### src/stcBusPkg.sv
package stcBusPkg;

    //**************************************************
    // Register bus types
    //**************************************************

    typedef logic [7:0]  regAddr_t;
    typedef logic [15:0] regData_t;

    // SPI frame opcodes, anything else is dropped
    typedef enum logic [7:0] {
        opWrite = 8'h01,
        opRead  = 8'h02
    } spiOpcode_t;

    //**************************************************
    // Register map
    //**************************************************

    localparam regAddr_t AddrVersion      = 8'h00;    // Read only
    localparam regAddr_t AddrClocksPerBit = 8'h01;
    localparam regAddr_t AddrBitPattern   = 8'h02;
    localparam regAddr_t AddrDacSelect    = 8'h03;
    localparam regAddr_t AddrTestLevel    = 8'h04;

    // Opcode, address and data, MSB first
    localparam int FrameBits = 32;

    // Write request from the SPI slave
    typedef struct packed {
        logic     write;
        regAddr_t addr;
        regData_t data;
    } busWrite_t;

endpackage

### src/stcDataPkg.sv
package stcDataPkg;

    //**************************************************
    // Sample formats
    //**************************************************

    localparam int AdcWidth    = 14;
    localparam int DacWidth    = 14;
    localparam int SampleWidth = 18;

    typedef logic [AdcWidth-1:0]           adcWord_t;    // Offset binary
    typedef logic [DacWidth-1:0]           dacWord_t;    // Offset binary
    typedef logic signed [SampleWidth-1:0] sample_t;

    // DAC source select, code 3 falls back to the ADC
    typedef enum logic [1:0] {
        dacSrcAdc       = 2'd0,
        dacSrcTestLevel = 2'd1,
        dacSrcBit       = 2'd2
    } dacSource_t;

    // Levels for the bit stream on the DAC, near full scale
    localparam sample_t BitHigh = 18'h1FFF0;
    localparam sample_t BitLow  = 18'h20010;

    //**************************************************
    // Configuration
    //**************************************************

    typedef struct packed {
        logic [15:0]        clocksPerBit;
        logic [15:0]        bitPattern;
        dacSource_t         dacSelect;
        logic signed [15:0] testLevel;
    } config_t;

endpackage

### src/spiSlaveFsm.sv
`timescale 1ns/100ps

module spiSlaveFsm (
    input  logic                 clk,
    input  logic                 rst,
    input  logic                 spiClk,
    input  logic                 spiCSn,
    input  logic                 spiDataIn,
    input  stcBusPkg::regData_t  rdData,
    output logic                 spiDataOut,
    output stcBusPkg::busWrite_t busWr,
    output stcBusPkg::regAddr_t  rdAddr
);

    import stcBusPkg::*;

    typedef enum logic [2:0] {
        idle,
        opcodePhase,
        addrPhase,
        dataPhase,
        finish
    } spiState_t;

    spiState_t                      state;
    spiOpcode_t                     opcode;
    logic [1:0]                     clkSync;
    logic [1:0]                     csSync;
    logic [1:0]                     dataSync;
    logic                           clkDly;
    logic                           clkRise;
    logic                           clkFall;
    logic                           csActive;
    logic                           sampleBit;
    logic                           lastOpcodeBit;
    logic                           lastAddrBit;
    logic                           lastDataBit;
    logic [$clog2(FrameBits)-1:0]   bitCnt;
    logic [FrameBits-1:0]           shiftIn;
    logic [FrameBits-1:0]           shiftOut;
    logic                           rdLoad;
    logic                           wrPulse;

    //**************************************************
    // Oversampling of the SPI pins
    //**************************************************

    always_ff @(posedge clk) begin
        if (rst) begin
            clkSync <= 2'b00;
            csSync  <= 2'b11;      // Deselected
            clkDly  <= 1'b0;
        end else begin
            clkSync <= {clkSync[0], spiClk};
            csSync  <= {csSync[0], spiCSn};
            clkDly  <= clkSync[1];
        end
    end

    always_ff @(posedge clk) begin
        dataSync <= {dataSync[0], spiDataIn};
    end

    assign clkRise  = clkSync[1] & ~clkDly;
    assign clkFall  = ~clkSync[1] & clkDly;
    assign csActive = ~csSync[1];

    assign sampleBit     = csActive && clkRise &&
                           (state inside {opcodePhase, addrPhase, dataPhase});
    assign lastOpcodeBit = sampleBit && (state == opcodePhase) && (bitCnt == 5'd7);
    assign lastAddrBit   = sampleBit && (state == addrPhase) && (bitCnt == 5'd15);
    assign lastDataBit   = sampleBit && (state == dataPhase) && (bitCnt == 5'd31);

    //**************************************************
    // Frame state machine
    //**************************************************

    always_ff @(posedge clk) begin
        if (rst || !csActive) begin
            state   <= idle;         // CS high aborts the frame
            bitCnt  <= '0;
            wrPulse <= 1'b0;
            rdLoad  <= 1'b0;
        end else begin
            wrPulse <= lastDataBit && (opcode == opWrite);
            rdLoad  <= lastAddrBit;
            if (sampleBit) begin
                bitCnt <= bitCnt + 1'b1;
            end
            case (state)
                idle:        state <= opcodePhase;
                opcodePhase: if (lastOpcodeBit) state <= addrPhase;
                addrPhase:   if (lastAddrBit) state <= dataPhase;
                dataPhase:   if (lastDataBit) state <= finish;
                default:     state <= finish;    // Wait for CS to go high
            endcase
        end
    end

    // Incoming bits, opcode and read address
    always_ff @(posedge clk) begin
        if (sampleBit) begin
            shiftIn <= {shiftIn[FrameBits-2:0], dataSync[1]};
        end
        if (lastOpcodeBit) begin
            opcode <= spiOpcode_t'({shiftIn[6:0], dataSync[1]});
        end
    end

    always_ff @(posedge clk) begin
        if (rst) begin
            rdAddr <= '0;
        end else if (lastAddrBit) begin
            rdAddr <= {shiftIn[6:0], dataSync[1]};
        end
    end

    // Read data goes out on falling edges, MSB first
    always_ff @(posedge clk) begin
        if (rst || !csActive) begin
            shiftOut   <= '0;
            spiDataOut <= 1'b0;
        end else if (rdLoad) begin
            shiftOut <= (opcode == opRead) ? {rdData, 16'h0000} : '0;
        end else if (clkFall && state != idle) begin
            spiDataOut <= shiftOut[FrameBits-1];
            shiftOut   <= {shiftOut[FrameBits-2:0], 1'b0};
        end
    end

    assign busWr = '{write: wrPulse, addr: shiftIn[23:16], data: shiftIn[15:0]};

    // A write only follows a completed data phase of a selected frame
    writeInFrame: assert property (@(posedge clk) disable iff (rst)
        busWr.write |-> csActive && $past(state) == dataPhase);

endmodule

### src/configRegs.sv
`timescale 1ns/100ps

module configRegs #(
    parameter logic [15:0] VerNumber           = 16'd530,
    parameter logic [15:0] DefaultClocksPerBit = 16'd8
) (
    input  logic                 clk,
    input  logic                 rst,
    input  stcBusPkg::busWrite_t busWr,
    input  stcBusPkg::regAddr_t  rdAddr,
    output stcBusPkg::regData_t  rdData,
    output stcDataPkg::config_t  cfg,
    output logic                 patternLoad
);

    import stcBusPkg::*;
    import stcDataPkg::*;

    //**************************************************
    // Write decode
    //**************************************************

    always_ff @(posedge clk) begin
        if (rst) begin
            cfg <= '{
                clocksPerBit: DefaultClocksPerBit,
                bitPattern:   16'h0000,
                dacSelect:    dacSrcAdc,
                testLevel:    16'sh0000
            };
            patternLoad <= 1'b0;
        end else begin
            patternLoad <= 1'b0;
            if (busWr.write) begin
                case (busWr.addr)
                    AddrClocksPerBit: cfg.clocksPerBit <= busWr.data;
                    AddrBitPattern: begin
                        cfg.bitPattern <= busWr.data;
                        patternLoad    <= 1'b1;     // Restart the bit stream
                    end
                    AddrDacSelect:    cfg.dacSelect <= dacSource_t'(busWr.data[1:0]);
                    AddrTestLevel:    cfg.testLevel <= signed'(busWr.data);
                    default: ;                     // Version and unmapped
                endcase
            end
        end
    end

    //**************************************************
    // Read mux
    //**************************************************

    always_comb begin
        case (rdAddr)
            AddrVersion:      rdData = VerNumber;
            AddrClocksPerBit: rdData = cfg.clocksPerBit;
            AddrBitPattern:   rdData = cfg.bitPattern;
            AddrDacSelect:    rdData = {14'h0000, cfg.dacSelect};
            AddrTestLevel:    rdData = unsigned'(cfg.testLevel);
            default:          rdData = '0;
        endcase
    end

endmodule

### src/bitTimer.sv
`timescale 1ns/100ps

module bitTimer (
    input  logic        clk,
    input  logic        rst,
    input  logic [15:0] clocksPerBit,
    input  logic        restart,
    output logic        bitStrobe,
    output logic        clkPhase
);

    logic [15:0] period;
    logic [15:0] terminal;
    logic [15:0] count;

    // Shortest legal bit is two clocks
    assign period   = (clocksPerBit < 16'd2) ? 16'd2 : clocksPerBit;
    assign terminal = period - 16'd1;

    always_ff @(posedge clk) begin
        if (rst || restart) begin
            count <= '0;
        end else if (count >= terminal) begin
            count <= '0;           // Also catches a shortened period
        end else begin
            count <= count + 16'd1;
        end
    end

    assign bitStrobe = (count == terminal);
    assign clkPhase  = (count >= (period >> 1));   // High in second half

    countBounded: assert property (@(posedge clk) disable iff (rst)
        count < 16'hFFFF);

    countMoves: assert property (@(posedge clk) disable iff (rst)
        !restart |=> count != $past(count));

endmodule

### src/bitPatternOutput.sv
`timescale 1ns/100ps

module bitPatternOutput (
    input  logic        clk,
    input  logic        rst,
    input  logic [15:0] bitPattern,
    input  logic        bitStrobe,
    input  logic        clkPhase,
    input  logic        restart,
    output logic        ch0ClkOut,
    output logic        ch0DataOut,
    output logic        bitValue
);

    logic [3:0] bitIndex;

    // Pattern goes out LSB first
    always_ff @(posedge clk) begin
        if (rst || restart) begin
            bitIndex <= '0;
        end else if (bitStrobe) begin
            bitIndex <= bitIndex + 4'd1;
        end
    end

    //**************************************************
    // Registered clock and data
    //**************************************************

    always_ff @(posedge clk) begin
        if (rst) begin
            ch0DataOut <= 1'b0;
            ch0ClkOut  <= 1'b0;
        end else begin
            ch0ClkOut <= clkPhase;     // Rises mid bit
            if (bitStrobe && !restart) begin
                ch0DataOut <= bitPattern[bitIndex];
            end
        end
    end

    // Same bit feeds the DAC source mux
    assign bitValue = ch0DataOut;

endmodule

### src/dacPath.sv
`timescale 1ns/100ps

module dacPath (
    input  logic                   clk,
    input  logic                   rst,
    input  stcDataPkg::adcWord_t   adc0,
    input  stcDataPkg::dacSource_t dacSelect,
    input  logic signed [15:0]     testLevel,
    input  logic                   bitValue,
    output stcDataPkg::dacWord_t   dac0Data
);

    import stcDataPkg::*;

    adcWord_t adcReg;
    sample_t  adcSample;
    sample_t  dacSample;

    //**************************************************
    // ADC reclock and conversion to signed
    //**************************************************

    always_ff @(posedge clk) begin
        if (rst) begin
            adcReg    <= {1'b1, {(AdcWidth-1){1'b0}}};      // Offset-binary zero
            adcSample <= '0;
        end else begin
            adcReg    <= adc0;
            adcSample <= {~adcReg[AdcWidth-1], adcReg[AdcWidth-2:0],
                          {(SampleWidth-AdcWidth){1'b0}}};
        end
    end

    //**************************************************
    // Source mux and DAC format
    //**************************************************

    always_ff @(posedge clk) begin
        if (rst) begin
            dacSample <= '0;
        end else begin
            case (dacSelect)
                dacSrcTestLevel: dacSample <= {testLevel, {(SampleWidth-16){1'b0}}};
                dacSrcBit:       dacSample <= bitValue ? BitHigh : BitLow;
                default:         dacSample <= adcSample;    // ADC and the spare code
            endcase
        end
    end

    always_ff @(posedge clk) begin
        if (rst) begin
            dac0Data <= {1'b1, {(DacWidth-1){1'b0}}};
        end else begin
            // Back to offset binary from the top bits
            dac0Data <= {~dacSample[SampleWidth-1],
                         dacSample[SampleWidth-2 -: DacWidth-1]};
        end
    end

endmodule

### src/stcDemodTop.sv
`timescale 1ns/100ps

module stcDemodTop #(
    parameter logic [15:0] VerNumber           = 16'd530,
    parameter logic [15:0] DefaultClocksPerBit = 16'd8
) (
    input  logic                 clk,
    input  logic                 rst,
    input  logic                 spiClk,
    input  logic                 spiCSn,
    input  logic                 spiDataIn,
    input  stcDataPkg::adcWord_t adc0,
    output logic                 spiDataOut,
    output stcDataPkg::dacWord_t dac0Data,
    output logic                 ch0ClkOut,
    output logic                 ch0DataOut
);

    import stcBusPkg::*;
    import stcDataPkg::*;

    busWrite_t busWr;
    regAddr_t  rdAddr;
    regData_t  rdData;
    config_t   cfg;
    logic      patternLoad;
    logic      bitStrobe;
    logic      clkPhase;
    logic      bitValue;

    //**************************************************
    // SPI configuration port
    //**************************************************

    spiSlaveFsm spiSlaveFsm_i (
        .clk        (clk),
        .rst        (rst),
        .spiClk     (spiClk),
        .spiCSn     (spiCSn),
        .spiDataIn  (spiDataIn),
        .rdData     (rdData),
        .spiDataOut (spiDataOut),
        .busWr      (busWr),
        .rdAddr     (rdAddr)
    );

    configRegs #(
        .VerNumber           (VerNumber),
        .DefaultClocksPerBit (DefaultClocksPerBit)
    ) configRegs_i (
        .clk         (clk),
        .rst         (rst),
        .busWr       (busWr),
        .rdAddr      (rdAddr),
        .rdData      (rdData),
        .cfg         (cfg),
        .patternLoad (patternLoad)
    );

    //**************************************************
    // Clock and data output, channel 0
    //**************************************************

    bitTimer bitTimer_i (
        .clk          (clk),
        .rst          (rst),
        .clocksPerBit (cfg.clocksPerBit),
        .restart      (patternLoad),
        .bitStrobe    (bitStrobe),
        .clkPhase     (clkPhase)
    );

    bitPatternOutput bitPatternOutput_i (
        .clk        (clk),
        .rst        (rst),
        .bitPattern (cfg.bitPattern),
        .bitStrobe  (bitStrobe),
        .clkPhase   (clkPhase),
        .restart    (patternLoad),
        .ch0ClkOut  (ch0ClkOut),
        .ch0DataOut (ch0DataOut),
        .bitValue   (bitValue)
    );

    //**************************************************
    // ADC to DAC 0
    //**************************************************

    dacPath dacPath_i (
        .clk       (clk),
        .rst       (rst),
        .adc0      (adc0),
        .dacSelect (cfg.dacSelect),
        .testLevel (cfg.testLevel),
        .bitValue  (bitValue),
        .dac0Data  (dac0Data)
    );

endmodule

### config.mk
export PLATFORM = sky130hd
export DESIGN_NAME = stcDemodTop
export DESIGN_NICKNAME = d
export VERILOG_FILES = /design/src/stcBusPkg.sv /design/src/stcDataPkg.sv /design/src/spiSlaveFsm.sv /design/src/configRegs.sv /design/src/bitTimer.sv /design/src/bitPatternOutput.sv /design/src/dacPath.sv /design/src/stcDemodTop.sv
export SDC_FILE = /design/constraint.sdc
export NUM_CORES = 1
export LEC_CHECK = 0
export ABC_AREA = 1
export BUFFER_PORTS_ARGS = -buffer_cell sky130_fd_sc_hd__buf_4
export CAP_MARGIN = 40
export CORE_UTILIZATION = 54
export DETAILED_ROUTE_END_ITERATION = 6
export PLACE_DENSITY = 0.73
export SLEW_MARGIN = 40
export SYNTH_ARGS = -nofsm -noshare
export SYNTH_HDL_FRONTEND = slang
export SYNTH_SLANG_ARGS = --single-unit
### constraint.sdc
create_clock -name clk -period 8.2 [get_ports clk]
set_clock_uncertainty 0.1 [all_clocks]
set_input_delay 1.23 -clock clk [delete_from_list [all_inputs] [get_ports clk]]
set_output_delay 1.23 -clock clk [all_outputs]
set_load 0.01 [all_outputs]
**After elaboration in Yosys (flattened, before gate mapping)**

Index checks and enable logic that the tools add are counted.
W data, S select, Z words.

- Register bits after elaboration: 227
- Bits in latches: 0
- Memory bits (writable): 0
- Memory bits (read-only): 0
- Bits of input ports: 19
- Memories kept: 0

- $add $sub $neg: 4
- Multipliers: 0
- Div/mod/pow operators: 0
- Order comparisons: 4
- Equal/unequal tests: 22
- Shifts and indexed selects: 0
- Muxes and demuxes: 14
- Bitwise logic cells: 9
- Reductions and logical operators: 27

Operator list:

| kind | number |
|---|---|
| $mux W32 | 3 |
| $pmux W16 S5 | 1 |
| $eq A8 B2 Y1 const B | 5 |
| $pmux W18 S2 | 1 |
| $eq A8 B1 Y1 const B | 3 |
| $mux W18 | 1 |
| $add A16 B1 Y16 const B | 1 |
| $eq A16 B16 Y1 | 1 |
| $eq A8 B3 Y1 const B | 2 |
| $ge A16 B15 Y1 | 1 |
| $ge A16 B16 Y1 | 1 |
| $lt A16 B2 Y1 const B | 1 |
| $mux W16 | 1 |
| $sub A16 B1 Y16 const B | 1 |
| $pmux W3 S4 | 1 |
| $logic_and A1 B1 Y1 | 11 |
| $reduce_and A2 Y1 | 5 |
| $mux W3 | 3 |
| $logic_not A8 Y1 | 1 |
| $not A1 Y1 | 7 |
| $eq A3 B2 Y1 const B | 2 |
| $ne A2 B1 Y1 const B | 3 |
| $reduce_bool A3 Y1 | 2 |
| $add A5 B1 Y5 const B | 1 |
| other kinds (17) | 21 |

**Depth between registers and ports, before layout**

Gate-level depths: netlist of run 1.

- Depth in word-level cells: 8
- Depth in mapped cells: 23
- Gate-level depth less buffers: 23

**Hierarchy**

A second synthesis of run 1 with hierarchy kept.

- Cells, all modules: 1316
- Area total of the unflattened synthesis: 9939.5 µm²

Modules (own cells, without submodules):

| module | instances | cells each | area an instance (µm²) |
|---|---|---|---|
| spiSlaveFsm | 1 | 306 | 2995.4 |
| configRegs | 1 | 412 | 2753.9 |
| bitTimer | 1 | 293 | 1896.8 |
| dacPath | 1 | 228 | 1859.3 |
| bitPatternOutput | 1 | 77 | 434.2 |

**Worst setup path after synthesis of run 1**

OpenSTA, ideal clock, no wires.

- Path kind: register to register
- From: reg, netlist name configRegs_i.cfg[39]
- To: reg bitTimer_i.count[10]
- Data arrival time: 2.836 ns
- Data required time: 7.983 ns
- Path slack: 5.147 ns
- Cell stages (with the launch flop): 20
- Buffers on the path: 1
- Clock period less this slack: 3.053 ns
- Path through: dfxtp_1 -> nor2_1 -> nand2_1 -> nor3_1 -> nand2_1 -> nand2_1 -> ha_1 -> nand3_1 -> nor4_2 -> nand2_1 -> xor2_1 -> ha_1 -> nand2_1 -> nor2_1 -> nand2_1 -> nor2_1 -> nor3_2 -> nand2_2 -> buf_6 -> nor2_2

- Longest elaborated chain between the ends: 5

Ends and longest elaborated chain:

| what | line | text |
|---|---|---|
| $lt A16 B2 Y1 | bitTimer.sv:17 | `assign period = (clocksPerBit < 16'd2) ? 16'd2 : clocksPerBit;` |
| $mux W16 (*) | bitTimer.sv:17 |  |
| $sub A16 B1 Y16 (*) | bitTimer.sv:18 | `assign terminal = period - 16'd1;` |
| $ge A16 B16 Y1 (*) | bitTimer.sv:23 | `end else if (count >= terminal) begin` |
| $reduce_or A2 Y1 (no source line) (*) | - |  |
| end signal, assigned | bitTimer.sv:26 | `count <= count + 16'd1;` |
| end, declared | bitTimer.sv:14 | `logic [15:0] count;` |

Mark *: on every way between the ends. The rest lies on a longest branch, timed or not.
A chain may end at the register's enable or synchronous reset.

**Final worst setup path of run 1**

- From: reg, netlist name configRegs_i.cfg[39]
- To: reg bitTimer_i.count[1]

- Longest elaborated chain between the ends: 5

Ends and longest elaborated chain:

| what | line |
|---|---|
| $lt A16 B2 Y1 | bitTimer.sv:17 |
| $mux W16 (*) | bitTimer.sv:17 |
| $sub A16 B1 Y16 (*) | bitTimer.sv:18 |
| $ge A16 B16 Y1 (*) | bitTimer.sv:23 |
| $reduce_or A2 Y1 (no source line) (*) | - |

Marked as above.

==> flow_summary.json, run 1 <==
{
  "grt_usage_pct": 23.7,
  "synth_common_cells": "dfxtp_1 (171), inv_1 (154), nand2_1 (154), nor2_1 (118), a21oi_1 (111)",
  "power_density_nw_per_um2": 208,
  "synth_ff_type": "dfxtp_1",
  "cts.path.max_buffers": 3,
  "clock_sinks": 203,
  "dp.cells": 1319,
  "core_sq_um": 16000,
  "io_pins": 36,
  "path_max_fanout": 16,
  "cts_buffers": 22,
  "p_comb_share_pct": 2.3,
  "die_x_microns": 130,
  "synth_warnings": 0,
  "start_kind": "flip-flop",
  "slew_headroom_pct": 53.0,
  "holdWs_ns": 0.236,
  "post-route-period-util_pct": 44.9,
  "required_ns": 8.48,
  "grt_max_degree": 69,
  "place_area_sq_um": 9250,
  "slowest_stage": "dfxtp_1",
  "timing.setup.tns_ns": 0,
  "seq_area_frac_synth_pct": 49.2,
  "worst_slew_pin_slew_ns": 0.705,
  "maxSlewViolCount": 0,
  "synth.most_common_cell": "dfxtp_1",
  "fp-row-count": 46,
  "seqPwrFrac_pct": 49.2,
  "setup_ws_ns": 4.52,
  "syn_area_per_cell_sq_um": 8.06,
  "synth_seq_cells": 203,
  "viasPerCell": 5.26,
  "dp_slack_ns": 4.60,
  "switching_share_pct": 21.7,
  "ant_nets": 0,
  "max_stage_delay_ns": 0.42,
  "hold_buffers": 0,
  "synthCells": 1105,
  "finalHoldViolations": 0,
  "cts_resized": 0,
  "cp_num_buf_inv": 1,
  "drc_errors": 0,
  "yosys-top-cells-area": "dfxtp_1 (38%), edfxtp_1 (11%), inv_1 (6.5%)",
  "ys_async_sr_fraction_pct": 0,
  "grt_pass1_wl_microns": 31600,
  "cts_setup_buffers": 0,
  "fin_crit_ns": 3.68,
  "diodes": 0,
  "wl_microns": 19900,
  "setup_viol": 0,
  "clockRootBuffer": "clkbuf_16",
  "arrival_ns": 3.96,
  "instances_no_fill": 1359,
  "cap_viol_max_count": 0,
  "leakage_nw": 3.97,
  "syn_area_sq_um": 8910,
  "pwr-share-clk_pct": 48.5,
  "cts_tree": "done",
  "antenna_found_initial": 0,
  "initial_utilization_pct": 55.7,
  "synth.distinct_cells": 41,
  "status": "completed",
  "switchingPower_w": 0.000453,
  "synthToLayoutAreaGrowth_pct": 12.4,
  "wl_per_cell_microns": 14.6,
  "yosysTopAreaCell": "dfxtp_1",
  "worstSetupPathDepth": 19,
  "hold-path-cell-count": 0,
  "final_nets": 1185,
  "fin_area_sq_um": 10000,
  "rsz0062_at_grt": "no",
  "cp_cell_sequence": "nor2_1 -> nand2_1 -> nor3_1 -> nand2_1 -> inv_1 -> nor2_1 -> ha_1 -> nand3_1 -> nor4_2 -> nand2_1 -> xor2_1 -> ha_1 -> nand2_1 -> nor2_1 -> nand2_1 -> nor2_1 -> nor3_2 -> nand2_2 -> nor2_1",
  "critPathKind": "flip-flop to flip-flop",
  "dr_total_vias": 7152,
  "worstSetupEndpointType": "flip-flop",
  "dpl.hpwl_microns": 14100,
  "firstDrtPassIters": 6,
  "layout-drive-gt1-share_pct": 10.2,
  "p_int_w": 0.00163,
  "die_area_sq_um": 17000,
  "cts_htree_levels": 1,
  "first_global_vias": 6393,
  "io_buffer_count": 35,
  "clock_latency_ns": 0.51,
  "clkTransAtPathRegs_ns": 0.07,
  "ir_worst_vdd_mv": 0.183,
  "hold_path_class": "flip-flop to flip-flop",
  "synth_fp_nets": 1163,
  "critical-path-top-delay-family": "simple AND/OR/NAND/NOR gates",
  "synth-edff-count": 32,
  "fill_cells": 1423,
  "drtIter0Drc": 592,
  "gr-total-overflow": 0,
  "worst_r2r_path_depth": 19,
  "register_area_sq_um": 4380,
  "routabilityCongestion": 0.867,
  "multi_input_area_sq_um": 3710,
  "yosysTopAreaCellShare_pct": 38.4,
  "dieHeight_microns": 130,
  "clock.fmax_mhz": 272
}
## worst paths after layout
path,start,slack (ns),end
setup / recovery,configRegs_i.cfg[39],4.52,bitTimer_i.count[1]
hold / removal,spiSlaveFsm_i.dataSync[0],0.24,spiSlaveFsm_i.dataSync[1]
setup reg to reg,configRegs_i.cfg[39],4.52,bitTimer_i.count[1]
hold reg to reg,spiSlaveFsm_i.dataSync[0],0.24,spiSlaveFsm_i.dataSync[1]
## per-stage QoR
stage | utilization, % | total power [W]
after floorplan | - | 0.00108
after global placement | 57.8 | 0.00110
after detailed placement | 57.8 | 0.00110
after CTS | 62.5 | 0.00210
after global routing | 62.6 | 0.00214
final | 62.6 | 0.00209
## state kept, by name, summed over array words and instances, names as in the netlist, 2 cells and up
| name | count |
|---|---|
| configRegs_i.cfg | 50 |
| spiSlaveFsm_i.shiftIn | 24 |
| bitTimer_i.count | 16 |
| spiSlaveFsm_i.shiftOut | 16 |
| dacPath_i.adcReg | 14 |
| dacPath_i.adcSample | 14 |
| dacPath_i.dac0Data | 14 |
| dacPath_i.dacSample | 14 |
| spiSlaveFsm_i.opcode | 8 |
| spiSlaveFsm_i.rdAddr | 8 |
| spiSlaveFsm_i.bitCnt | 5 |
| bitPatternOutput_i.bitIndex | 4 |
| spiSlaveFsm_i.state | 3 |
| spiSlaveFsm_i.clkSync | 2 |
| spiSlaveFsm_i.csSync | 2 |
| spiSlaveFsm_i.dataSync | 2 |
## final cells by class
cell class / count / share of cell area, %
clock inverter: 13 / 1.51
tap: 216 / 2.70
clock buffer: 27 / 5.99
timing repair buffer: 38 / 2.85
inverter: 161 / 6.06
sequential: 203 / 43.8
multi-input combinational: 701 / 37.1
## layer usage
| metal | share of wire [%] | vias up | GRT usage [%] |
|---|---|---|---|
| met5 | 0 | - | 0 |
| met4 | 2.0 | 0 | 6.09 |
| met3 | 5.7 | 27 | 3.34 |
| met2 | 45 | 188 | 37.6 |
| met1 | 47 | 3305 | 34.1 |
| li1 | - | 3632 | - |
## power by group through the flow
stage,Combinational (W),Sequential [W],Clock [W]
final,0.0000474,0.00103,0.00101
after floorplan,0.0000320,0.00105,0
after CTS,0.0000478,0.00103,0.00102
after global placement,0.0000469,0.00105,0
after detailed placement,0.0000477,0.00105,0
after global routing,0.0000546,0.00103,0.00106
## placed cells by master (no fill, tap or decap), types with 5 or more instances in the layout
cell / count
clkinv_2: 5
clkbuf_16: 22
a21oi_1: 110
ha_1: 39
o22ai_1: 6
xnor2_1: 7
nor2_2: 14
nor2_1: 117
dfxtp_1: 171
inv_2: 5
nand3_1: 78
edfxtp_1: 32
nand2_1: 153
inv_1: 154
nor3_1: 18
o21ai_0: 90
nand2_2: 5
xor2_1: 19
buf_4: 38
nand4_1: 7
## cells by family (layout without fill, tap and decap cells)
| kind of cell | after synthesis | count (layout) | share of synthesized area (%) |
|---|---|---|---|
| simple gates | 414 | 414 | 20.6 |
| flops | 203 | 203 | 49.2 |
| compound gates | 222 | 222 | 12.9 |
| xor+xnor | 26 | 26 | 2.56 |
| buf+inv | 201 | 239 | 9.24 |
| fa+ha+maj | 39 | 39 | 5.48 |
Power figures use the tool's default switching activity.
==> inputs of run 2 (changes only) <==
==> constraint.sdc (replaced) <==
create_clock -name clk -period 3.4 [get_ports clk]
set_clock_uncertainty 0.1 [all_clocks]
set_input_delay 0.51 -clock clk [delete_from_list [all_inputs] [get_ports clk]]
set_output_delay 0.51 -clock clk [all_outputs]
set_load 0.01 [all_outputs]
==> run 2 against run 1 <==
Compared with the run above:
- die area stayed put
- first-iteration DRC count is 14% higher
- critical path depth is 3 higher
- design area is 1.3% higher
- routed wire length is 1.3% higher
- hold slack worse by 0.22 ns
- combinational power grew to 2.6 times the previous value
- sequential cell count stayed put
- worst setup slack worse by 4.2 ns
- maximum frequency is 18% higher
==> flow_summary.json, run 2 (same netlist as run 1, synthesis figures left out) <==
{
  "viasPerCell": 5.30,
  "grt_pass1_wl_microns": 32400,
  "top_usage_layer": "met2",
  "core_sq_um": 16000,
  "routabilityCongestion": 0.881,
  "use_met2_pct": 38.2,
  "worstSetupEndpointType": "flip-flop",
  "cts_tree": "done",
  "ir_worst_vdd_mv": 0.361,
  "wl_microns": 20100,
  "cts.path.max_buffers": 3,
  "clock.fmax_mhz": 320,
  "dieHeight_microns": 130,
  "cts_htree_levels": 1,
  "first_global_vias": 6569,
  "setup_ws_ns": 0.277,
  "clkTransAtPathRegs_ns": 0.06,
  "postLayoutCoreUtil_pct": 63.4,
  "timing.setup.tns_ns": 0,
  "final_nets": 1193,
  "firstDrtPassIters": 5,
  "arrival_ns": 3.44,
  "grtUsageMet1_pct": 34.6,
  "die_area_sq_um": 17000,
  "grt_usage_pct": 24.1,
  "clock_sinks": 203,
  "final_cell_mix": "dfxtp_1 (163), inv_1 (153), nand2_1 (150)",
  "path_max_fanout": 5,
  "clock_latency_ns": 0.50,
  "max_stage_delay_ns": 0.37,
  "drc_errors": 0,
  "setup_viol": 0,
  "power_density_nw_per_um2": 492,
  "required_ns": 3.71,
  "fin_crit_ns": 3.12,
  "dr_total_vias": 7236,
  "critPathKind": "flip-flop to flip-flop",
  "slew_headroom_pct": 54.3,
  "antenna_found_initial": 0,
  "top_regs": "configRegs_i.cfg: 50 flops, spiSlaveFsm_i.shiftIn: 24 flops",
  "final_common_cell": "dfxtp_1",
  "top_register": "configRegs_i.cfg",
  "cpMostUsedCell": "nand2_2",
  "wl_per_cell_microns": 14.7,
  "drtIter0Drc": 677,
  "cap_viol_max_count": 0,
  "dp.cells": 1326,
  "status": "completed",
  "hold_path_class": "primary input to flip-flop",
  "die_x_microns": 130,
  "slowest_stage": "dfxtp_4",
  "fp-row-count": 46,
  "cts_buffers": 22,
  "initial_utilization_pct": 55.7,
  "post-route-period-util_pct": 91.8,
  "dpl.hpwl_microns": 14300,
  "gr-total-overflow": 0,
  "grt_max_degree": 62,
  "clockRootBuffer": "clkbuf_16",
  "largest_reg_flops": 50,
  "maxSlewViolCount": 0,
  "use_met3_pct": 3.79,
  "dp_slack_ns": 0.112,
  "io_pins": 36,
  "total_power_w": 0.00499,
  "layout-drive-gt1-share_pct": 12.5,
  "ant_nets": 0,
  "leakage_nw": 4.03,
  "worst_slew_pin_slew_ns": 0.683,
  "start_kind": "flip-flop",
  "cp_cell_sequence": "nor2_4 -> nand2_2 -> nor3_2 -> nand2_2 -> nand2_2 -> ha_4 -> nand3_2 -> buf_4 -> nor2_2 -> nand3_1 -> xor2_1 -> inv_1 -> ha_1 -> nand2_1 -> nor2_2 -> nand2_1 -> inv_1 -> nand3_1 -> buf_4 -> nor2_1 -> nor2_1 -> nor3_1",
  "diodes": 0,
  "finalHoldViolations": 0,
  "synthToLayoutAreaGrowth_pct": 13.8,
  "instances_no_fill": 1366,
  "hold_buffers": 0,
  "io_buffer_count": 35
}
run 2: cell types whose count changed in the layout (fill, tap and decap cells not counted), sizes merged:
| cell | change |
|---|---|
| buf | +8 |
| clkbuf | +2 |
| clkinvlp | -2 |
| inv | -1 |
run 2: power by group:
group / internal (W) / total (W) / switching (W)
Clock: 0.00145 / 0.00239 / 0.000939
Sequential: 0.00246 / 0.00248 / 0.0000140
Combinational: 0.0000494 / 0.000122 / 0.0000721
Total: 0.00396 / 0.00499 / 0.00102
run 2: path summary, 6_finish.rpt:
path	start	endpoint	slack (ns)	depth (start not counted)
worst max-delay path	configRegs_i.cfg[39]	bitPatternOutput_i.bitIndex[3]	0.28	22
worst min-delay path	spiDataIn	spiSlaveFsm_i.dataSync[0]	0.02	1
worst max register to register	configRegs_i.cfg[39]	bitPatternOutput_i.bitIndex[3]	0.28	22
worst min register to register	spiSlaveFsm_i.dataSync[0]	spiSlaveFsm_i.dataSync[1]	0.23	0
run 2: routing by layer:
metal  up-vias  routed length [microns]
met1      3344                     9460
li1       3644                        -
met4         0                      370
met2       215                     9110
met3        33                     1200
met5         -                        0
run 2: critical path: cells and delay by family, from the launching register on:
| family | cells | cell delay (ns) |
|---|---|---|
| and+or+nand+nor | 15 | 1.53 |
| buffers and inverters | 4 | 0.47 |
| adders and majority gates | 2 | 0.42 |
| DFF | 1 | 0.37 |
| xor gates and xnor gates | 1 | 0.16 |
run 2: cell type report:
class | instances | area [sq um]
tap | 216 | 270
fill | 1436 | 5860
multi-input combinational | 701 | 3770
sequential | 203 | 4400
clock inverter | 10 | 105
timing repair buffer | 46 | 358
inverter | 161 | 607
clock buffer | 29 | 628
run 2: per-stage QoR:
| step | hold WS (ns) | area (sq um) |
|---|---|---|
| finish | 0.0187 | 10100 |
| global route | 0.00555 | 10100 |
| CTS | 0.00473 | 10100 |
| detailed placement | 0.212 | 9320 |
| global placement | 0.215 | 9310 |
| floorplan | 0.210 | 8910 |
run 2: what timing repair did:
| action | in CTS | in global routing |
|---|---|---|
| buffers inserted | 0 | 1 |
| endpoints found under the hold margin | 0 | 0 |
| gates resized for setup | 0 | 27 |
| setup endpoints to repair | 0 | 21 |
